==> src/rtl/mem_pkg.sv <==
package mem_pkg;

  localparam int XLEN       = 32;
  localparam int NBYTES     = XLEN / 8;
  localparam int NUM_REGS   = 32;
  localparam int RAM_WORDS  = 256;
  localparam int RAM_AW     = $clog2(RAM_WORDS);
  localparam int RAM_WAIT   = 1;                    // Extra ACCESS cycles before pready
  localparam int RAM_WAIT_W = $clog2(RAM_WAIT + 2);

  typedef logic [XLEN-1:0]   xlen_t;
  typedef logic [31:0]       addr_t;
  typedef logic [4:0]        reg_addr_t;
  typedef logic [NBYTES-1:0] strb_t;
  typedef logic [3:0]        ecause_t;

  localparam ecause_t CAUSE_LOAD_MISALIGNED  = 4'd4;
  localparam ecause_t CAUSE_STORE_MISALIGNED = 4'd6;

  typedef enum logic [3:0] {
    LSU_LB,
    LSU_LH,
    LSU_LW,
    LSU_LBU,
    LSU_LHU,
    LSU_SB,
    LSU_SH,
    LSU_SW,
    LSU_NONE
  } lsu_op_e;

  typedef enum logic [1:0] {
    APB_IDLE,
    APB_SETUP,
    APB_ACCESS
  } apb_state_e;

  // Record handed over by the execute stage
  typedef struct packed {
    logic      valid;
    logic      wren;
    reg_addr_t waddr;
    xlen_t     wdata;  // ALU result
    lsu_op_e   lsu_op;
    addr_t     addr;
    xlen_t     sdata;
  } ex_mem_t;

  typedef struct packed {
    logic    req;
    logic    write;
    addr_t   addr;
    xlen_t   wdata;
    lsu_op_e op;
  } mem_req_t;

  typedef struct packed {
    logic  done;
    xlen_t rdata;
  } mem_rsp_t;

  typedef struct packed {
    logic  psel;
    logic  penable;
    logic  pwrite;
    addr_t paddr;
    xlen_t pwdata;
    strb_t pstrb;
  } apb_req_t;

  typedef struct packed {
    logic  pready;
    xlen_t prdata;
  } apb_rsp_t;

  typedef struct packed {
    logic      wren;
    reg_addr_t waddr;
    xlen_t     wdata;
  } reg_write_t;

  typedef struct packed {
    logic    valid;
    ecause_t cause;
    addr_t   tval;
  } mem_exc_t;

endpackage
==> src/rtl/int_regfile.sv <==
`timescale 1ns/100ps

module int_regfile import mem_pkg::*; (
  input  logic       clk,
  input  logic       rst,
  input  reg_write_t reg_win,
  input  reg_addr_t  rd_addr,
  output xlen_t      rd_data
);

  xlen_t regs [NUM_REGS];

  always_ff @(posedge clk) begin
    if (!rst) begin
      for (int i = 0; i < NUM_REGS; i++) begin
        regs[i] <= '0;
      end
    end else if (reg_win.wren && reg_win.waddr != '0) begin
      regs[reg_win.waddr] <= reg_win.wdata;
    end
  end

  // x0 is hardwired
  assign rd_data = (rd_addr == '0) ? '0 : regs[rd_addr];

endmodule

==> config.mk <==
export PLATFORM = sky130hd
export DESIGN_NAME = int_regfile
export DESIGN_NICKNAME = d
export VERILOG_FILES = /design/src/rtl/mem_pkg.sv /design/src/rtl/int_regfile.sv
export SDC_FILE = /design/constraint.sdc
export NUM_CORES = 1
export LEC_CHECK = 0
export BUFFER_PORTS_ARGS = -buffer_cell sky130_fd_sc_hd__clkbuf_2
export CAP_MARGIN = 15
export CORE_ASPECT_RATIO = 0.5
export CORE_MARGIN = 4
export CORE_UTILIZATION = 68
export DETAILED_ROUTE_END_ITERATION = 16
export HOLD_SLACK_MARGIN = 0.05
export PLACE_DENSITY = 0.85
export SLEW_MARGIN = 15
export SYNTH_ARGS = -nofsm -noshare
export SYNTH_HDL_FRONTEND = slang
export SYNTH_SLANG_ARGS = --single-unit
==> constraint.sdc <==
create_clock -name clk -period 6.3 [get_ports clk]
set_clock_uncertainty 0.1 [all_clocks]
set_input_delay 0.63 -clock clk [delete_from_list [all_inputs] [get_ports clk]]
set_output_delay 0.63 -clock clk [all_outputs]
set_load 0.005 [all_outputs]
==> impl_metrics.tcl <==
set metrics [dict create \
    ys_seq_elements 1024 \
    synth_top_area_cell "edfxtp_1" \
    slew_headroom_pct 17.6 \
    nets 2972 \
    power_density_mw_per_mm2 284 \
    final_max_slew_viol_count 0 \
    die_h_um 193 \
    finalCriticalPeriod_ns 4.07 \
    fmax_mhz 245 \
    grt-ovfl-total 0 \
    port_buffers 76 \
    coreArea_mm2 0.0673 \
    placed_cells 3735 \
    cp_common_cell "buf_4" \
    htreeDepth 3 \
    die_w_um 378 \
    finalHoldViolCount 0 \
    synth.area.top_cells "edfxtp_1, and2_1, mux4_2" \
    maxCapViolCount 0 \
    drcViolationCount 0 \
    crit_family "buffers and inverters" \
    p_leak_nw 17.3 \
    path_buf_inv 3 \
    grt_pass1_vias 27795 \
    largest_reg_flops 1024 \
    syn_area_per_cell_um2 15.7 \
    crit_chain "buf_4, buf_4, mux4_2, nor2b_1, a211oi_1, a311oi_1, clkbuf_2" \
    largestRegisters "regs: 1024 flops" \
    cpMaxStageDelayCell "buf_4" \
    power_mw 14.3 \
    cts-root-buf "clkbuf_16" \
    cts_setup_buffers 0 \
    critical_path_arrival_ns 3.34 \
    syn_inst 2957 \
    status "finished, final reports clean" \
    async_reset_ff_share_pct 0 \
    initial_utilization_pct 69.0 \
    row_count 67 \
    hold-path-endpoint "regs[15][11]" \
    antenna_found_initial 6 \
    ctsHoldBuffers 0 \
    die-area_mm2 0.0728 \
    setup_viol_count_final 0 \
    cts_sinks 1024 \
    stdcell_count 3895 \
    synth-edff-count 1024 \
    vias_per_cell 7.06 \
    cts_resized 0 \
    path_clk_slew_ns 0.06 \
    critPathLaunchType "input port" \
    drive_gt1_share_pct 19.4 \
    worstSetupPathType "in2out" \
    syn_area_mm2 0.0465 \
    top_level_ports 77 \
    wirelength_um 127000 \
    wire_per_inst_um 32.5 \
    min_from "reg_win[11]" \
    yosys.area.top_type_share_pct 66.2 \
    worst_slew_pin_slew_ns 1.23 \
    gp_congestion 0.858 \
    syn2layout_area_growth_pct 8.64 \
    min_path_cells 2 \
    setup_tns_ns 0 \
    ir_worst_vdd_uv 216 \
    drt_iter0_drc 4860 \
    worst_ep_required_time_ns 5.57 \
    finalCritPeriodShare_pct 64.7 \
    dp_hpwl_um 71100 \
    cp_slowest_stage_delay_ns 0.58 \
    cts_made_buffers 87 \
    grt_max_degree 86 \
    cts_tree "built" \
    yosys.cell_types.count 37 \
    ys_seq_area_share_pct 66.2 \
    crit_path_end_kind "primary output" \
    grt_pass1_wl_um 185000 \
    holdWs_ns 0.549 \
    track_usage_pct 35.6 \
    drtAntennaViolNets 0 \
    via_count 27506 \
    hp-class "in2reg" \
    cts_buffer_depth 3 \
    rsz0062_at_grt "no" \
    regMostFlops "regs" \
    path_max_fanout 31 \
    synth_flop_cell "edfxtp_1" \
    dr.pass1.iters 7 \
    startpoint "rd_addr[0]" \
    yosysWarnings 0 \
]
[worst max-delay path by stage]
stage,slack [ns],endpoint,cells after the start
floorplan,2.05,regs[24][0],5
global placement,2.22,rd_data[3],5
detailed placement,2.15,rd_data[17],6
CTS,2.14,rd_data[20],6
global route,2.11,rd_data[7],7
finish,2.23,rd_data[17],7
[stage by stage]
step | area (µm²) | setup slack (ns) | utilization (%)
2_1_floorplan | 46600 | 2.05 | -
3_3_place_gp | 47800 | 2.22 | 71.0
3_5_place_dp | 47800 | 2.15 | 71.0
4_1_cts | 50500 | 2.14 | 75.0
5_1_grt | 50500 | 2.11 | 75.0
6_report | 50500 | 2.23 | 75.0
[layout by cell type, fill, tap and decap left out, types with 3 or more instances in the layout]
| master | instances |
|---|---|
| inv_6 | 3 |
| nand2_1 | 21 |
| nor2_4 | 23 |
| a311oi_1 | 32 |
| o21ai_4 | 31 |
| nor2_2 | 10 |
| a211oi_1 | 32 |
| a22oi_1 | 32 |
| o2111ai_1 | 9 |
| buf_4 | 72 |
| bufinv_16 | 4 |
| nor2_1 | 3 |
| clkbuf_1 | 27 |
| edfxtp_1 | 1024 |
| o21ai_0 | 11 |
| nor2b_1 | 32 |
| buf_12 | 3 |
| clkinv_1 | 24 |
| clkbuf_16 | 90 |
| a221oi_1 | 22 |
| nand3b_1 | 3 |
| clkbuf_2 | 72 |
| mux2_2 | 32 |
| and2_1 | 992 |
| clkinv_2 | 5 |
| diode_2 | 4 |
| o21ai_1 | 44 |
| mux4_2 | 224 |
| mux2i_1 | 64 |
| conb_1 | 32 |
[where the power goes]
part / switching [mW] / total [mW] / internal [mW]
logic: 0.731 / 1.15 / 0.417
clock network: 2.43 / 5.22 / 2.79
registers: 0.112 / 7.97 / 7.86
[layer usage]
layer  routed length, µm  GRT usage (%)  vias to the layer above  part of all wire (%)
met5                   0              0                        -                     0
met4                6400           16.3                        0                   5.1
met3               19300           9.99                      424                    15
met2               57700           54.4                     2450                    46
met1               43300           48.8                    13793                    34
li1                    -              -                    10839                     -
[cell usage after synthesis, types with 3 or more instances]
master	n
a211oi_1	32
a221oi_1	22
a22oi_1	32
a311oi_1	32
and2_1	993
buf_2	36
buf_4	25
buf_6	17
clkbuf_1	207
clkbuf_2	12
edfxtp_1	1024
mux2_2	32
mux2i_1	64
mux4_2	224
nand2_1	21
nand3b_1	3
nor2_1	31
nor2_2	5
nor2b_1	33
o2111ai_1	9
o21ai_0	42
o21ai_1	44
[cells by family after synthesis]
family	count (synthesis)	synth area share, %
buf+inv	301	3.06
mux	320	13.0
flops	1024	66.2
simple gates	1097	14.5
other cells	1	0.00807
compound gates	214	3.18
[layout make-up]
| type | count | area [µm²] |
|---|---|---|
| Fill cell | 3695 | 16800 |
| Inverter | 2 | 7.51 |
| Clock buffer | 117 | 2350 |
| Timing Repair Buffer | 149 | 991 |
| Sequential cell | 1024 | 30700 |
| Tap cell | 897 | 1120 |
| Clock inverter | 39 | 294 |
| Multi-Input combinational cell | 1663 | 14900 |
| Antenna cell | 4 | 10.0 |
(Power assumes the default switching activity.)
