--- src/rtl/mem_pkg.sv ---
package mem_pkg;

  localparam int XLEN       = 32;
  localparam int NBYTES     = XLEN / 8;
  localparam int NUM_REGS   = 32;
  localparam int RAM_WORDS  = 256;
  localparam int RAM_AW     = $clog2(RAM_WORDS);
  localparam int RAM_WAIT   = 1;                    // Extra ACCESS cycles before pready
  localparam int RAM_WAIT_W = $clog2(RAM_WAIT + 2);

  typedef logic [XLEN-1:0]   xlen_t;
  typedef logic [31:0]       addr_t;
  typedef logic [4:0]        reg_addr_t;
  typedef logic [NBYTES-1:0] strb_t;
  typedef logic [3:0]        ecause_t;

  localparam ecause_t CAUSE_LOAD_MISALIGNED  = 4'd4;
  localparam ecause_t CAUSE_STORE_MISALIGNED = 4'd6;

  typedef enum logic [3:0] {
    LSU_LB,
    LSU_LH,
    LSU_LW,
    LSU_LBU,
    LSU_LHU,
    LSU_SB,
    LSU_SH,
    LSU_SW,
    LSU_NONE
  } lsu_op_e;

  typedef enum logic [1:0] {
    APB_IDLE,
    APB_SETUP,
    APB_ACCESS
  } apb_state_e;

  // Record handed over by the execute stage
  typedef struct packed {
    logic      valid;
    logic      wren;
    reg_addr_t waddr;
    xlen_t     wdata;  // ALU result
    lsu_op_e   lsu_op;
    addr_t     addr;
    xlen_t     sdata;
  } ex_mem_t;

  typedef struct packed {
    logic    req;
    logic    write;
    addr_t   addr;
    xlen_t   wdata;
    lsu_op_e op;
  } mem_req_t;

  typedef struct packed {
    logic  done;
    xlen_t rdata;
  } mem_rsp_t;

  typedef struct packed {
    logic  psel;
    logic  penable;
    logic  pwrite;
    addr_t paddr;
    xlen_t pwdata;
    strb_t pstrb;
  } apb_req_t;

  typedef struct packed {
    logic  pready;
    xlen_t prdata;
  } apb_rsp_t;

  typedef struct packed {
    logic      wren;
    reg_addr_t waddr;
    xlen_t     wdata;
  } reg_write_t;

  typedef struct packed {
    logic    valid;
    ecause_t cause;
    addr_t   tval;
  } mem_exc_t;

endpackage
--- src/rtl/mem_stage_ctrl.sv ---
`timescale 1ns/100ps

module mem_stage_ctrl import mem_pkg::*; (
  input  logic       clk,
  input  logic       rst,
  input  ex_mem_t    ex_in,
  input  logic       flush,
  output logic       stall,
  output mem_req_t   mem_req,
  input  mem_rsp_t   mem_rsp,
  input  xlen_t      ld_data,
  output xlen_t      ld_raw,
  output logic [1:0] ld_addr_lo,
  output lsu_op_e    ld_op,
  output reg_write_t reg_win,
  output mem_exc_t   exc
);

  ex_mem_t r;
  logic    busy;
  logic    pending;  // A transfer is running in the port
  logic    drain;    // The running transfer belongs to a flushed instruction
  logic    r_mem;
  logic    r_misaligned;
  logic    req_raw;
  logic    done_own;

  function automatic logic is_mem(lsu_op_e op);
    return op != LSU_NONE;
  endfunction

  function automatic logic is_load(lsu_op_e op);
    return op inside {LSU_LB, LSU_LH, LSU_LW, LSU_LBU, LSU_LHU};
  endfunction

  function automatic logic misaligned(lsu_op_e op, addr_t addr);
    logic bad;
    case (op)
      LSU_LH, LSU_LHU, LSU_SH: bad = addr[0];
      LSU_LW, LSU_SW:          bad = |addr[1:0];
      default:                 bad = 1'b0;
    endcase
    return bad;
  endfunction

  assign r_mem        = r.valid && is_mem(r.lsu_op);
  assign r_misaligned = misaligned(r.lsu_op, r.addr);
  assign req_raw      = r_mem && busy && !drain;
  assign done_own     = mem_rsp.done && !drain;  // Late completions of flushed work are dropped

  assign stall = busy;

  assign mem_req.req   = req_raw && !flush;
  assign mem_req.write = !is_load(r.lsu_op);
  assign mem_req.addr  = r.addr;
  assign mem_req.wdata = r.sdata;
  assign mem_req.op    = r.lsu_op;

  assign ld_raw     = mem_rsp.rdata;
  assign ld_addr_lo = r.addr[1:0];
  assign ld_op      = r.lsu_op;

  // Loads come back here as plain writebacks once their data is latched
  assign reg_win.wren  = r.valid && r.wren && !is_mem(r.lsu_op) && !flush;
  assign reg_win.waddr = r.waddr;
  assign reg_win.wdata = r.wdata;

  assign exc.valid = r_mem && r_misaligned && !flush;
  assign exc.cause = is_load(r.lsu_op) ? CAUSE_LOAD_MISALIGNED : CAUSE_STORE_MISALIGNED;
  assign exc.tval  = r.addr;

  always_ff @(posedge clk) begin
    if (!rst) begin
      r.valid <= 1'b0;
      busy    <= 1'b0;
      pending <= 1'b0;
      drain   <= 1'b0;
    end else begin
      if (mem_rsp.done) begin
        pending <= 1'b0;
        drain   <= 1'b0;
      end else if (mem_req.req) begin
        pending <= 1'b1;
      end

      if (flush) begin
        r.valid <= 1'b0;
        busy    <= 1'b0;
        if (pending && !mem_rsp.done) begin
          drain <= 1'b1;
        end
      end else if (!busy) begin
        r    <= ex_in;
        busy <= ex_in.valid && is_mem(ex_in.lsu_op) && !misaligned(ex_in.lsu_op, ex_in.addr);
      end else if (done_own) begin
        r.lsu_op <= LSU_NONE;                      // Access finished, only writeback remains
        r.wren   <= r.wren && is_load(r.lsu_op);
        r.wdata  <= ld_data;
        busy     <= 1'b0;
      end
    end
  end

  // A misaligned access must never reach the bus
  assert property (@(posedge clk) disable iff (!rst) exc.valid |-> !mem_req.req);

  assert property (@(posedge clk) disable iff (!rst) !(reg_win.wren && stall));

endmodule

--- config.mk ---
export PLATFORM = sky130hd
export DESIGN_NAME = mem_stage_ctrl
export DESIGN_NICKNAME = d
export VERILOG_FILES = /design/src/rtl/mem_pkg.sv /design/src/rtl/mem_stage_ctrl.sv
export SDC_FILE = /design/constraint.sdc
export NUM_CORES = 1
export LEC_CHECK = 0
export CAP_MARGIN = 15
export CORE_AREA = 2 2 141 143
export DETAILED_ROUTE_END_ITERATION = 8
export DIE_AREA = 0 0 143 145
export DONT_BUFFER_PORTS = 1
export GPL_TIMING_DRIVEN = 0
export PLACE_DENSITY = 0.47
export SLEW_MARGIN = 30
export SYNTH_ARGS = -nofsm -noshare
export SYNTH_HDL_FRONTEND = slang
export SYNTH_SLANG_ARGS = --single-unit
export TNS_END_PERCENT = 5
--- constraint.sdc ---
create_clock -name clk -period 4.9 [get_ports clk]
set_input_delay 0.245 -clock clk [delete_from_list [all_inputs] [get_ports clk]]
set_output_delay 0.245 -clock clk [all_outputs]
set_load 0.05 [all_outputs]
==> metrics.yaml, run 1 <==
status: "complete, no violations"
crit_path_max_fanout: 7
arrival_ns: 2.02
crit_start: "stall"
r2r-end: "reg_win[12]"
fin_ws_ns: 2.63
drc: 0
viasPerCell: 3.88
clkSinkCount: 110
grt_pass1_wl_um: 17800
post-cts-setup-buffers: 0
gp_congestion: 0.752
syn_inst: 368
syn_area_um2: 5260
criticalPathCategory: "reg -> out"
cap_viol_max_count: 0
synth-compound-area-share: 0.0166
final_util: 0.352
clk_latency_ns: 0.36
cts.path.max_buffers: 2
hpwl_um: 9400
synth_top_family_by_area: "buffers and inverters"
first_iter_violations: 74
synth-xor-area-share: 0.00333
p_per_area_nw_per_um2: 345
fin_nets: 631
cts_tree: "yes"
initial_utilization: 0.274
min_path_type: "in -> reg"
cp_data_required_time_ns: 4.66
synthAdderAreaFrac: 0
antenna_found_initial: 0
drive_gt1_frac: 0.527
die-area_um2: 20700
rows: 51
drt-total-wl_um: 12400
period_share: 0.462
p_leak_nw: 2.65
die_w_um: 143
grt_overflow: 0
rsz0062_at_grt: "false"
worst_pin_slew_ns: 0.814
htreeDepth: 3
hold_violations: 0
cts.clk_slew.worst_paths_ns: 0.07
post_synth_num_cell_types: 26
fin_skew_ns: 0.00599
die_h_um: 145
synth_mux_area_frac: 0.0685
place_inst: 639
syn_to_final_growth_pct: 28.5
slew_headroom: 0.455
cts_buffers: 9
timing.fmax_ghz: 0.441
place_ws_ns: 2.74
clockRootBuffer: "clkbuf_16"
final.setup.tns_ns: 0
vias: 2820
r2r_slack_ns: 2.75
grt_pass1_vias: 3048
fin_crit_ns: 2.27
critPathLaunchType: "register"
vdd_drop_max_v: 0.000142
drt_first_pass_iters: 4
syn_avg_cell_area_um2: 14.3
fin_cells: 726
grt_max_degree: 27
grt_usage: 0.114
crit_end: "mem_req[69]"
portBuffers: 0
fp.coreArea_um2: 19200
synth-seq-cells: 110
setup.worst_path.end_class: "primary output"
drtAntennaViolNets: 0
ys.warnings.count: 0
r2r_cells: 5
antenna_cells: 0
synth-seq-area-share: 0.620
r2r-start: "stall"
slew_viol_final: 0
drt-wirelength-per-cell_um: 17.0
ios: 359
synth-simple-area-share: 0.0288
finalSetupViolations: 0
[critical path, cell delays in order, from the launching register on]
cell,delay (ns)
dfxtp_1,0.68
buf_2,0.29
nor4b_4,0.70
[area by class of cell]
type | instances | area (um^2)
timing repair buffer | 76 | 828
buffer | 184 | 1370
multi-input combinational | 73 | 658
inverter | 2 | 7.51
sequential | 110 | 3260
fill | 1866 | 12400
clock inverter | 7 | 80.1
clock buffer | 9 | 225
tap | 265 | 332
[layer usage]
metal  up-vias  GRT usage  share of wire
li1       1264          -              -
met1      1335      0.121           0.37
met2       214      0.197           0.50
met3         7     0.0587           0.11
met4         0     0.0327          0.010
met5         -          0              0
[where the power goes]
group	switching (mW)	internal, mW
clock	0.356	0.404
combinational	0.315	0.157
sequential	0.0206	1.08
total	0.691	1.64
[how the worst min path moves through the flow]
stage | start | to | slack [ns] | depth (start not counted)
finish | rst | drain | 0.05 | 1
global route | rst | drain | 0.02 | 1
CTS | rst | pending | 0.002 | 1
detailed placement | mem_rsp[32] | drain | 0.33 | 1
global placement | mem_rsp[32] | drain | 0.32 | 1
floorplan | mem_rsp[32] | drain | 0.32 | 1
[metrics by stage]
step                      area (um^2)  hold WS (ns)  power, mW
after global routing             6760        0.0237       2.43
after detailed placement         5750         0.325       1.55
after global placement           5600         0.322       1.54
after floorplan                  5270         0.321       1.51
after CTS                        6750       0.00194       2.38
final                            6760        0.0485       2.33
[registers in the layout, summed over array words and instances, names as in the netlist]
signal	count
stall	1
mem_req	32
reg_win	37
drain	1
exc	32
r	2
ld_op	4
pending	1
[layout by cell type (no fill, tap or decap), drive strengths merged, types with 4 or more instances in the layout]
cell type | synthesis | layout
dlygate4sd3 | 0 | 71
buf | 184 | 189
inv | 2 | 5
nor2b | 4 | 4
clkbuf | 0 | 9
edfxtp | 106 | 106
a21oi | 5 | 5
mux2 | 32 | 32
nand2b | 5 | 5
dfxtp | 4 | 4
[cells by family (layout without fill, tap and decap cells)]
kind of cell    after synthesis  in the layout
compound gates               14             14
xor+xnor                      2              2
buf+inv                     186            278
flops                       110            110
mux                          32             32
other cells                   2              3
simple gates                 22             22
[synthesized netlist by cell type]
| library cell | count | share of area |
|---|---|---|
| o21a_1 | 2 | 0.0029 |
| buf_2 | 5 | 0.0048 |
| inv_1 | 2 | 0.0014 |
| o22ai_1 | 1 | 0.0012 |
| nor2b_1 | 4 | 0.0048 |
| or2b_1 | 1 | 0.0014 |
| nor3b_1 | 1 | 0.0014 |
| nor4_1 | 1 | 0.0012 |
| a21oi_1 | 5 | 0.0048 |
| nand2b_1 | 5 | 0.0059 |
| nor2_1 | 2 | 0.0014 |
| o21ai_0 | 3 | 0.0029 |
| mux2_2 | 32 | 0.068 |
| nand2_1 | 3 | 0.0021 |
| o31ai_1 | 1 | 0.0014 |
| edfxtp_1 | 106 | 0.60 |
| nor4b_1 | 1 | 0.0017 |
| xor2_1 | 2 | 0.0033 |
| o2bb2ai_1 | 1 | 0.0017 |
| and4b_1 | 1 | 0.0019 |
| or2_2 | 1 | 0.0012 |
| dfxtp_1 | 4 | 0.015 |
| o211a_1 | 1 | 0.0019 |
| buf_4 | 179 | 0.26 |
| conb_1 | 2 | 0.0014 |
| nor4b_2 | 2 | 0.0057 |
[repair_timing]
item,in CTS,in global routing
hold buffers,70,1
endpoints found under the hold margin,70,1
setup endpoints to repair,0,0
gates resized for setup,0,0
No activity file was read; power rests on OpenSTA's default activity.
==> inputs of run 2 (changes only) <==
Clock period 4.9 ns to 2.2 ns, I/O delays scaled along.
==> run 2 against run 1 <==
Effect of this change: the flow now stops in clock tree synthesis (4_1_cts); synthesized cell count is the same; area after synthesis is the same.
==> metrics.yaml, run 2 <==
syn_avg_cell_area_um2: 14.3  # unchanged
cts_buffers: 9  # unchanged
hold_buffers: 132  # +89%
yosys.area.top_type: "edfxtp_1"
portBuffers: 0  # unchanged
rows: 51  # unchanged
status: "stopped before the end"
synth_area_leaders: "edfxtp_1 60%, buf_4 26%, mux2_2 6.8%"
post_synth_num_cell_types: 26  # unchanged
synth-seq-area-share: 0.620  # unchanged
synth.most_common_cell: "buf_4"
synth.top_cell.area_share: 0.605  # unchanged
ys.warnings.count: 0  # unchanged
syn_area_um2: 5260  # unchanged
stop_stage: "clock tree synthesis (4_1_cts)"
synth-seq-cells: 110  # unchanged
place_inst: 639  # unchanged
hpwl_um: 9440  # +0.47%
ios: 359  # unchanged
synthArstFlopShare: 0  # unchanged
cts_resized: 1  # +1
initial_utilization: 0.274  # unchanged
clkSinkCount: 110  # unchanged
die_h_um: 145  # unchanged
die_w_um: 143  # unchanged
synth-main-ff-cell: "edfxtp_1"
cts.path.max_buffers: 2  # unchanged
clockRootBuffer: "clkbuf_16"
run.stop_error: "[ERROR RSZ-0060] Max buffer count reached."
post-cts-setup-buffers: 0  # unchanged
gp_congestion: 0.740  # -1.6%
synth_top_cells_by_count: "179 x buf_4, 106 x edfxtp_1, 32 x mux2_2"
syn_inst: 368  # unchanged
synth_edf_count: 106  # unchanged
htreeDepth: 3  # unchanged
[run 2: cell counts after synthesis]
No cell type changed its count.
[run 2: per-stage QoR]
stage                util  instance area, um^2  setup WS (ns)  TNS [ns]
floorplan               -                 5280         -0.120    -0.120
global placement    0.292                 5620         -0.616    -45.63
detailed placement  0.299                 5750          0.105         0
[run 2: cells by family after synthesis]
group,after synthesis,synth area share
AOI/OAI and AO/OA,14,0.0166
buffers and inverters,186,0.261
and+or+nand+nor,22,0.0288
muxes,32,0.0685
DFF,110,0.620
other,2,0.00143
xor gates and xnor gates,2,0.00333
==> inputs of run 3 (changes only) <==
Settings changed: CORE_AREA 2 2 141 143 to 2 2 140 142, DIE_AREA 0 0 143 145 to 0 0 142 144, PLACE_DENSITY 0.47 to unset, PLACE_DENSITY_LB_ADDON set to 0.15.
==> run 3 against run 2 <==
Effect of this change: the flow again stops in clock tree synthesis (4_1_cts); synthesized cell count unchanged; area after synthesis unchanged.
==> metrics.yaml, run 3 <==
rows: 51  # unchanged
hpwl_um: 9000  # -4.7%
clockRootBuffer: "clkbuf_16"
syn_area_um2: 5260  # unchanged
portBuffers: 0  # unchanged
cts_resized: 0  # -1
syn_avg_cell_area_um2: 14.3  # unchanged
synth_edf_count: 106  # unchanged
synth.most_common_cell: "buf_4"
synth-seq-area-share: 0.620  # unchanged
yosys.area.top_type: "edfxtp_1"
synth_area_leaders: "edfxtp_1 60%, buf_4 26%, mux2_2 6.8%"
run.stop_error: "[ERROR RSZ-0060] Max buffer count reached."
cts_buffers: 9  # unchanged
htreeDepth: 3  # unchanged
clkSinkCount: 110  # unchanged
hold_buffers: 126  # -4.5%
cts.path.max_buffers: 2  # unchanged
synthArstFlopShare: 0  # unchanged
post_synth_num_cell_types: 26  # unchanged
stop_stage: "clock tree synthesis (4_1_cts)"
synth_top_cells_by_count: "179 x buf_4, 106 x edfxtp_1, 32 x mux2_2"
die_h_um: 144  # -0.69%
die_w_um: 142  # -0.70%
synth-seq-cells: 110  # unchanged
ios: 359  # unchanged
ys.warnings.count: 0  # unchanged
post-cts-setup-buffers: 0  # unchanged
status: "stopped before the end"
synth-main-ff-cell: "edfxtp_1"
syn_inst: 368  # unchanged
place_area_um2: 5710  # -0.59%
initial_utilization: 0.276  # +0.00183
synth.top_cell.area_share: 0.605  # unchanged
gp_congestion: 0.774  # +4.6%
[run 3: cell counts after synthesis]
Identical to the previous run, type by type.
[run 3: cell families after synthesis]
kind of cell	after synthesis	share of synthesized area
xor gates and xnor gates	2	0.00333
AOI/OAI and AO/OA	14	0.0166
muxes	32	0.0685
other	2	0.00143
and+or+nand+nor	22	0.0288
DFF	110	0.620
buffers and inverters	186	0.261
[run 3: through the flow]
step | cells | util | setup slack, ns | hold WS (ns) | TNS (ns)
after floorplan | 369 | - | -0.120 | 0.186 | -0.120
after global placement | 607 | 0.293 | -0.627 | 0.188 | -47.07
after detailed placement | 612 | 0.299 | 0.114 | 0.190 | 0
