### config.mk
export PLATFORM = sky130hd
export DESIGN_NAME = load_align
export DESIGN_NICKNAME = d
export VERILOG_FILES = /design/src/rtl/mem_pkg.sv /design/src/rtl/load_align.sv
export SDC_FILE = /design/constraint.sdc
export NUM_CORES = 1
export LEC_CHECK = 0
export ABC_AREA = 1
export CAP_MARGIN = 20
export CORE_UTILIZATION = 60
export DETAILED_ROUTE_END_ITERATION = 6
export DONT_BUFFER_PORTS = 1
export PLACE_DENSITY_LB_ADDON = 0.2
export SLEW_MARGIN = 25
export SYNTH_ARGS = -nofsm -noshare
export SYNTH_HDL_FRONTEND = slang
export SYNTH_SLANG_ARGS = --single-unit
### constraint.sdc
create_clock -name vclk -period 2.4
set_input_delay 0.24 -clock vclk [all_inputs]
set_output_delay 0.24 -clock vclk [all_outputs]
set_load 0.03 [all_outputs]
### src/rtl/mem_pkg.sv
package mem_pkg;

  localparam int XLEN       = 32;
  localparam int NBYTES     = XLEN / 8;
  localparam int NUM_REGS   = 32;
  localparam int RAM_WORDS  = 256;
  localparam int RAM_AW     = $clog2(RAM_WORDS);
  localparam int RAM_WAIT   = 1;                    // Extra ACCESS cycles before pready
  localparam int RAM_WAIT_W = $clog2(RAM_WAIT + 2);

  typedef logic [XLEN-1:0]   xlen_t;
  typedef logic [31:0]       addr_t;
  typedef logic [4:0]        reg_addr_t;
  typedef logic [NBYTES-1:0] strb_t;
  typedef logic [3:0]        ecause_t;

  localparam ecause_t CAUSE_LOAD_MISALIGNED  = 4'd4;
  localparam ecause_t CAUSE_STORE_MISALIGNED = 4'd6;

  typedef enum logic [3:0] {
    LSU_LB,
    LSU_LH,
    LSU_LW,
    LSU_LBU,
    LSU_LHU,
    LSU_SB,
    LSU_SH,
    LSU_SW,
    LSU_NONE
  } lsu_op_e;

  typedef enum logic [1:0] {
    APB_IDLE,
    APB_SETUP,
    APB_ACCESS
  } apb_state_e;

  // Record handed over by the execute stage
  typedef struct packed {
    logic      valid;
    logic      wren;
    reg_addr_t waddr;
    xlen_t     wdata;  // ALU result
    lsu_op_e   lsu_op;
    addr_t     addr;
    xlen_t     sdata;
  } ex_mem_t;

  typedef struct packed {
    logic    req;
    logic    write;
    addr_t   addr;
    xlen_t   wdata;
    lsu_op_e op;
  } mem_req_t;

  typedef struct packed {
    logic  done;
    xlen_t rdata;
  } mem_rsp_t;

  typedef struct packed {
    logic  psel;
    logic  penable;
    logic  pwrite;
    addr_t paddr;
    xlen_t pwdata;
    strb_t pstrb;
  } apb_req_t;

  typedef struct packed {
    logic  pready;
    xlen_t prdata;
  } apb_rsp_t;

  typedef struct packed {
    logic      wren;
    reg_addr_t waddr;
    xlen_t     wdata;
  } reg_write_t;

  typedef struct packed {
    logic    valid;
    ecause_t cause;
    addr_t   tval;
  } mem_exc_t;

endpackage
### src/rtl/load_align.sv
`timescale 1ns/100ps

module load_align import mem_pkg::*; (
  input  xlen_t      raw,
  input  logic [1:0] addr_lo,
  input  lsu_op_e    op,
  output xlen_t      data
);

  logic [7:0]  lane_b;
  logic [15:0] lane_h;

  assign lane_b = raw[{addr_lo, 3'b000} +: 8];
  assign lane_h = addr_lo[1] ? raw[31:16] : raw[15:0];  // Bit 0 is clear for legal halfwords

  always_comb begin
    case (op)
      LSU_LB: begin
        data = {{24{lane_b[7]}}, lane_b};
      end
      LSU_LBU: begin
        data = {24'h0, lane_b};
      end
      LSU_LH: begin
        data = {{16{lane_h[15]}}, lane_h};
      end
      LSU_LHU: begin
        data = {16'h0, lane_h};
      end
      default: begin
        data = raw;
      end
    endcase
  end

endmodule

==> impl_results.md, run 1 <==
- Outcome: completed
- Syn_nets: ~290
- Clock buffer cells: 0
- DR vias: approximately 1500
- Core Area: 1780 um^2
- Crit end category: output pin
- Post_cts resized: 0
- Final total power: 282 uW
- Critical path class: primary input to output pin
- Power Dens Cells: between 200 and 300 nW/um^2
- Dominant cells by area after synthesis: nand2_1 25%, nand3_1 20%, nand4_1 17%, inv_1 12%, o21ai_0 5.9%
- Post-synthesis xor/xnor area fraction: 0%
- Drt first pass iters: 5
- Final worst path period share: 71.6%
- CP startpoint kind: primary input
- Post-Syn Instances: 247
- Final setup TNS: 0 ns
- Num ports: 70
- Top-area cell type share of the netlist area: 25.3%
- Detailed Route WL: 3310 um
- Worst vdd ir: 119 uV
- Global-route wire length before repair: 4770 um
- Crit-path max FO: 17
- Cells along the critical path: nor2_2, nand3_2, inv_1, nand2_1, nand3_1
- Static Leak: 0.682 nW
- Row Count: 15
- Post-detail-place hpwl: about 2300 um
- Die area: 2160 um^2
- Diodes inserted: 0
- Storage cell area: 0 um^2
- Post-synthesis mux area share: 0%
- Count leader, synth: nand2_1
- Total global routing overflow: 0
- Slowest-stage cell, CP: inv_1
- Fin. max-slew vios: 0
- Max Clk Rate: 582 MHz
- HP Class: primary input to output pin
- Port bufs: 0
- Adder-cell share of the synthesized area: 0%
- Min cycle time layout: ~1.7 ns
- Post-synth top area cell: nand2_1
- DRC Markers: 0
- Die Height: approximately 46 um
- Fillers: 189
- Crit-path max cell delay: 0.35 ns
- Setup violators final: 0
- Fin. Hold Viols: 0
- Avg Inst Size Synth: 4.80 um^2
- Die Width: 46.5 um
- Layout area overhead: -7.17%
- CP Data Required Time: 2.16 ns
- RSZ-0062 raised after global routing: false
- Global-route usage over all layers: just under 30%
- Initial Util: 66.5%
- WP data arrival: 1.48 ns
- Seq cells: 0
- Max-slew headroom: approximately three fifths
- Initial antenna violation count: 0
- Wire per inst: 13.0 um
- Nets: 269
- Seq/Total Area, Yosys: 0%
- Via-to-Cell Ratio: 6.02
- Vias in the first global route: 1129
- DR iter-0 viols: 55
- Main combinational cell family by area after synthesis: simple AND/OR/NAND/NOR gates
- Maximum number of pins on one net before global-route repair: 42
- Worst-margin pin slew: 0.621 ns
- Count of hold-fix buffers inserted at cts: 0
- Antenna Nets Post-Route: 0
- Top post-synthesis cells by count: 80 x nand2_1, 48 x nand3_1, 37 x inv_1, 32 x nand4_1, 14 x o21ai_0
- Synth cell types: 18
- Ys Warns: 0
- Total setup buffers inserted after CTS: 0
- Mapped cell area: approximately 1200 um^2
- Max cap viols: 0
- Compound-cell area share of the yosys netlist: 6.75%
- GPL Wtd Cong: approximately 0.81
- Layout cell share with drive strength beyond 1: ~5.2%
- Simple-gate share of the synthesized area: between 70% and 80%
[layout by cell type (no fill, tap or decap), drive strengths merged]
master and n:
inv 38, nand2 85, nor2 5, nand4 32, a21oi 1, o21ai 15, nand3 50, and3 1
buf 2
[critical path, delay by kind of cell]
kind | cells | cell delay, ns
and+or+nand+nor | 4 | 0.88
buffers and inverters | 1 | 0.35
[path summary, 6_finish.rpt]
check                 cells after the start     from  slack (ns)        to
worst min-delay path                      2  raw[20]        0.80  data[20]
worst max-delay path                      5    op[2]        0.68   data[3]
[through the flow]
stage / setup slack [ns] / hold WS (ns) / std cells / area, um^2 / util (%)
after floorplan: 1.04 / 0.789 / 247 / 1190 / -
after global placement: 0.707 / 0.797 / 254 / 1100 / 61.8
after detailed placement: 0.686 / 0.798 / 254 / 1100 / 61.8
after CTS: 0.684 / 0.798 / 254 / 1100 / 61.8
after global routing: 0.527 / 0.802 / 254 / 1100 / 61.8
final: 0.681 / 0.796 / 254 / 1100 / 61.8
[layer usage]
layer | GRT usage, % | vias to the layer above | routed length (um)
li1 | - | 782 | -
met1 | 41.8 | 669 | 1490
met2 | 47.5 | 77 | 1510
met3 | 0.784 | 0 | 310
met4 | 4.12 | 0 | 0
met5 | 0 | - | 0
[final cells by class]
class | instances | area [um^2] | share of cell area [%]
multi-input combinational | 189 | 912 | 82.8
timing repair buffer | 2 | 15.0 | 1.36
tap | 25 | 31.3 | 2.84
inverter | 38 | 143 | 13.0
[where the power goes]
group | switching [mW] | total (mW) | internal [mW]
Sequential | 0 | 0 | 0
Combinational | 0.217 | 0.282 | 0.0654
Clock | 0 | 0 | 0
[cell families (layout without fill, tap and decap cells)]
family          count (synthesis)  after routing
simple gates                  173            173
buf+inv                        58             40
compound gates                 16             16
Power figures use the tool's default switching activity.
==> run 2, diff against run 1 <==
Settings changed: ABC_AREA 1 to 0, CORE_AREA from default to 2 2 39 41, CORE_UTILIZATION 60 to default, DIE_AREA from default to 0 0 41 43.
Clock period 2.4 ns to 1.6 ns, I/O delays scaled along.
==> run 2 against run 1 <==
Cell count shrank 61%. Wire length decreased by 33%. Combinational power up 58%. Clock-buffer cell count is the same. Via count decreased by 48%. Synthesized area shrank 35%. Setup slack lost 0.62 ns. Critical path depth shrank 1. Sequential share of layout area unchanged. Worst hold slack worse by 0.31 ns. Highest routed layer is now met4.
==> impl_results.md, run 2 <==
- Top-area cell type share of the netlist area: 19.5% (-5.8 points)
- Mapped cell area: 769 um^2 (-35%)
- Clock buffer cells: 0 (unchanged)
- Fin area: 930 um^2 (-16%)
- Maximum number of pins on one net before global-route repair: 32 (-24%)
- Worst vdd ir: 218 uV (+82%)
- Nets: 124 (-54%)
- Storage cell area: 0 um^2 (unchanged)
- Min cycle time layout: 1.54 ns
- Worst-margin pin slew: 0.622 ns (+0.00105 ns)
- Initial antenna violation count: 0 (unchanged)
- Drt first pass iters: 4 (-1)
- Max-slew headroom: 58.3% (-0.15 points)
- Finished Core Util: 67.2% (+5.4 points)
- Diodes inserted: 0 (unchanged)
- Initial Util: 55.6% (-11 points)
- Syn_nets: 120 (-58%)
- Crit end category: output pin
- Int Pwr: 173 uW (+160%)
- Hold path startpoint: raw[28]
- Final worst path period share: 96.4%
- Switching Share: 61.2% (-16 points)
- Total global routing overflow: 0 (unchanged)
- Num ports: 70 (unchanged)
- Part of the power in registers: 0% (unchanged)
- Hold slack: 0.488 ns (-0.309 ns)
- CP startpoint kind: primary input
- Outcome: completed
- Final Non-Filler Cells: 100 (-61%)
- GPL Wtd Cong: 0.655 (-19%)
- Setup WS post-layout: 0.0571 ns (-0.623 ns)
- RSZ-0062 raised after global routing: false
- Total setup buffers inserted after CTS: 0 (unchanged)
- Via-to-Cell Ratio: 8.02 (+33%)
- Fillers: 132 (-30%)
- Die area: 1760 um^2 (-18%)
- DRC Markers: 0 (unchanged)
- Vias in the first global route: 791 (-30%)
- Ys Warns: 0 (unchanged)
- Top post-synthesis cells by count: 16 x o2bb2ai_1, 15 x a221o_1, 8 x mux2_2, 7 x a2111oi_0, 7 x mux2i_1
- Most frequent cells in the layout: 14 x a221o_2, 12 x buf_4, 10 x o2bb2ai_2
- Avg Inst Size Synth: 9.38 um^2 (+95%)
- Seq/Total Area, Yosys: 0% (unchanged)
- DR vias: 802 (-48%)
- DR iter-0 viols: 12 (-78%)
- Count of hold-fix buffers inserted at cts: 0 (unchanged)
- Seq cells: 0 (unchanged)
- Synth cell types: 27 (+9)
- Max Clk Rate: 648 MHz
- Post-detail-place hpwl: 1700 um (-26%)
- Setup violators final: 0 (unchanged)
- Antenna Nets Post-Route: 0 (unchanged)
- Power Dens Cells: 478 nW/um^2 (+87%)
- Die Width: 41 um (-12%)
- Global-route usage over all layers: 25.1% (-3.8 points)
- Global-route wire length before repair: 3280 um (-31%)
- Place WS: -0.0571 ns (-0.743 ns)
- WP data arrival: 1.38 ns (-0.10 ns)
- Crit-path max FO: 31 (+14)
- Detailed Route WL: 2200 um (-33%)
- Net Switching: 272 uW (+26%)
- Port bufs: 0 (unchanged)
- Placed cell area: 918 um^2 (-17%)
- Layout cell share with drive strength beyond 1: 61.9% (+57 points)
- Crit path from: op[0]
- Row Count: 14 (-1)
- Final total power: 445 uW (+58%)
- Layout area overhead: 20.8%
- Placed Cells: 100 (-61%)
- Most common cell after layout, fill and taps aside: a221o_2
- Static Leak: 0.313 nW (-54%)
- Max cap viols: 0 (unchanged)
- Combinational share of power: 100.0% (about the same)
- Wire per inst: 22.0 um (+69%)
- CP Data Required Time: 1.44 ns (-0.72 ns)
- Core Area: 1380 um^2 (-22%)
- Clock Power Share: 0% (unchanged)
- Post-synth top area cell: a221o_1
- Fin. Hold Viols: 0 (unchanged)
- Post-Syn Instances: 82 (-67%)
- Die Height: 43 um (-7.4%)
- Count leader, synth: o2bb2ai_1
- Dominant cells by area after synthesis: a221o_1 20%, o2bb2ai_1 18%, mux2_2 12%, mux2i_1 9.1%, a2111oi_0 8.0%
- HP Class: primary input to output pin
- Fin. max-slew vios: 0 (unchanged)
- Final setup TNS: 0 ns (unchanged)
- Critical path class: primary input to output pin
==> run 2: path summary, 6_finish.rpt <==
check / endpoint / slack [ns] / depth (start not counted)
hold / removal: data[28] / 0.49 / 1
setup / recovery: data[1] / 0.06 / 4
==> run 2: layer usage <==
layer / vias up / wire [um] / track usage [%]
met2: 43 / 1160 / 47.2
met3: 2 / 203 / 1.05
met1: 375 / 831 / 30.7
met4: 0 / 7 / 0.667
met5: - / 0 / 0
li1: 382 / - / -
==> run 2: cells by family (layout without fill, tap and decap cells) <==
kind of cell	after synthesis	count (layout)	synth area share, %
multiplexers	18	18	28.6
AO/OA/AOI/OAI	41	41	48.6
buffers and inverters	12	14	10.6
AND/OR/NAND/NOR	9	9	9.92
XOR/XNOR	2	2	2.28
==> run 2: area by class of cell <==
class | count | area (um^2) | share of cell area [%]
Multi-Input combinational cell | 70 | 779 | 83.8
Tap cell | 16 | 20.0 | 2.15
Timing Repair Buffer | 14 | 130 | 14.0
==> run 2: timing repair <==
action	in CTS	in global routing
hold endpoints to repair	0	0
endpoints found under the setup margin	8	0
gates resized for setup	2	0
==> run 2: worst max-delay path: stages <==
cell and delay, ns:
mux2_4 0.30, or2_1 0.25, buf_12 0.18, a221o_1 0.49
==> run 2: power by group through the flow <==
stage	sequential (mW)	combinational (mW)	clock, mW
6_report	0	0.445	0
5_1_grt	0	0.469	0
4_1_cts	0	0.448	0
3_5_place_dp	0	0.443	0
3_3_place_gp	0	0.440	0
2_1_floorplan	0	0.400	0
==> run 3, diff against run 2 <==
Settings changed: CORE_AREA 2 2 39 41 to default, CORE_UTILIZATION from default to 23, DIE_AREA 0 0 41 43 to default, RECOVER_POWER from default to 50.
==> run 3 against run 2 <==
Power barely moved. Largest power group unchanged. Cell area rose by 2.3%. Setup slack got worse by 0.0050 ns. Die area is 100% higher.
==> impl_results.md, run 3 (synthesized netlist as in run 2, its figures left out) <==
- Outcome: completed
- Detailed Route WL: 2880 um (+31%)
- Fillers: 358 (+170%)
- Diodes inserted: 0 (unchanged)
- CP Data Required Time: 1.44 ns (about the same)
- DR iter-0 viols: 18 (+6)
- Met3 GRT Util: 1.73% (+0.68 points)
- Fin. Hold Viols: 0 (unchanged)
- Via-to-Cell Ratio: 6.43 (-20%)
- Final setup TNS: 0 ns (unchanged)
- CP startpoint kind: primary input
- Max-slew headroom: 55.2% (-3.1 points)
- Row Count: 20 (+6)
- Layout cell share with drive strength beyond 1: 61.2% (-0.73 points)
- Power Dens Cells: 468 nW/um^2 (-2.2%)
- Max cap viols: 0 (unchanged)
- Min cycle time layout: 1.55 ns (+0.00501 ns)
- Layout area overhead: 23.6%
- Port bufs: 0 (unchanged)
- Max Clk Rate: 646 MHz (-0.32%)
- Cells along the critical path: mux2_4, buf_4, a2111oi_0, a221o_2
- Die Height: 59.8 um (+39%)
- Static Leak: 0.308 nW (-1.6%)
- WP data arrival: 1.39 ns (about the same)
- Most used routing layer: met2
- Maximum number of pins on one net before global-route repair: 19 (-41%)
- Slowest-stage cell, CP: a2111oi_0
- Crit-path max cell delay: 0.47 ns (-0.02 ns)
- Met1 GRT Util: 21.4% (-9.3 points)
- Vias in the first global route: 809 (+2.3%)
- Initial antenna violation count: 0 (unchanged)
- Initial Util: 24.8% (-31 points)
- Die area: 3580 um^2 (+100%)
- Die Width: 59.8 um (+46%)
- GPL Wtd Cong: 0.682 (+4.1%)
- Core Area: 3100 um^2 (+120%)
- DR vias: 830 (+3.5%)
- Worst vdd ir: 143 uV (-34%)
- Global-route usage over all layers: 15.6% (-9.4 points)
- Hold slack: 0.489 ns (+0.00116 ns)
- Worst-margin pin slew: 0.669 ns (+0.0464 ns)
- Most common cell after layout, fill and taps aside: a221o_2
- Setup violators final: 0 (unchanged)
- Total setup buffers inserted after CTS: 0 (unchanged)
- Fin. max-slew vios: 0 (unchanged)
- HP Class: primary input to output pin
- Global routing usage on met2: 27.8% (-19 points)
- Wire per inst: 22.4 um (+1.5%)
- Storage cell area: 0 um^2 (unchanged)
- Crit-path max FO: 7 (-77%)
- Final worst path period share: 96.7% (+0.31 points)
- Post-detail-place hpwl: 2150 um (+26%)
- Final Non-Filler Cells: 129 (+29%)
- Seq cells: 0 (unchanged)
- Post_cts resized: 2 (unchanged)
- Total global routing overflow: 0 (unchanged)
- Placed Cells: 129 (+29%)
- Num ports: 70 (unchanged)
- Count of hold-fix buffers inserted at cts: 0 (unchanged)
- Drt first pass iters: 4 (unchanged)
- RSZ-0062 raised after global routing: false
- Antenna Nets Post-Route: 0 (unchanged)
- Crit end category: output pin
- Critical path class: primary input to output pin
- Global-route wire length before repair: 4170 um (+27%)
- Clock buffer cells: 0 (unchanged)
- Most frequent cells in the layout: 14 x a221o_2, 10 x o2bb2ai_2, 8 x mux2_2
- Nets: 125 (+0.81%)
- DRC Markers: 0 (unchanged)
## run 3: worst max-delay path: cells and delay by family
kind | cells | cell delay, ns
AO/OA/AOI/OAI | 2 | 0.77
buffers and inverters | 1 | 0.16
multiplexers | 1 | 0.29
## run 3: path summary, 6_finish.rpt
check	startpoint	end	slack, ns	cells past startpoint
worst max-delay path	op[0]	data[3]	0.05	4
worst min-delay path	raw[30]	data[30]	0.49	1
## run 3: cell type report
cell class | instances | area, um^2 | area share, %
multi-input combinational | 70 | 790 | 83.0
timing repair buffer | 15 | 106 | 11.2
tap | 44 | 55.1 | 5.79
## run 3: routing by layer
layer,vias up,wire (um)
li1,382,-
met1,403,1220
met2,45,1430
met3,0,241
met4,0,0
met5,-,0
## run 3: where the power goes
group          leakage (nW)  internal [mW]  switching [mW]  total, mW
clock                     0              0               0          0
combinational         0.308          0.164           0.281      0.445
sequential                0              0               0          0
## run 3: metrics by stage
step	util (%)	worst slack (ns)	area, um^2	power [mW]
after detailed placement	30.7	-0.0678	953	0.453
after global routing	30.6	0.0117	951	0.468
after global placement	30.6	-0.163	948	0.449
after CTS	31.2	0.0672	968	0.458
final	30.6	0.0521	951	0.445
after floorplan	-	-0.0474	865	0.400
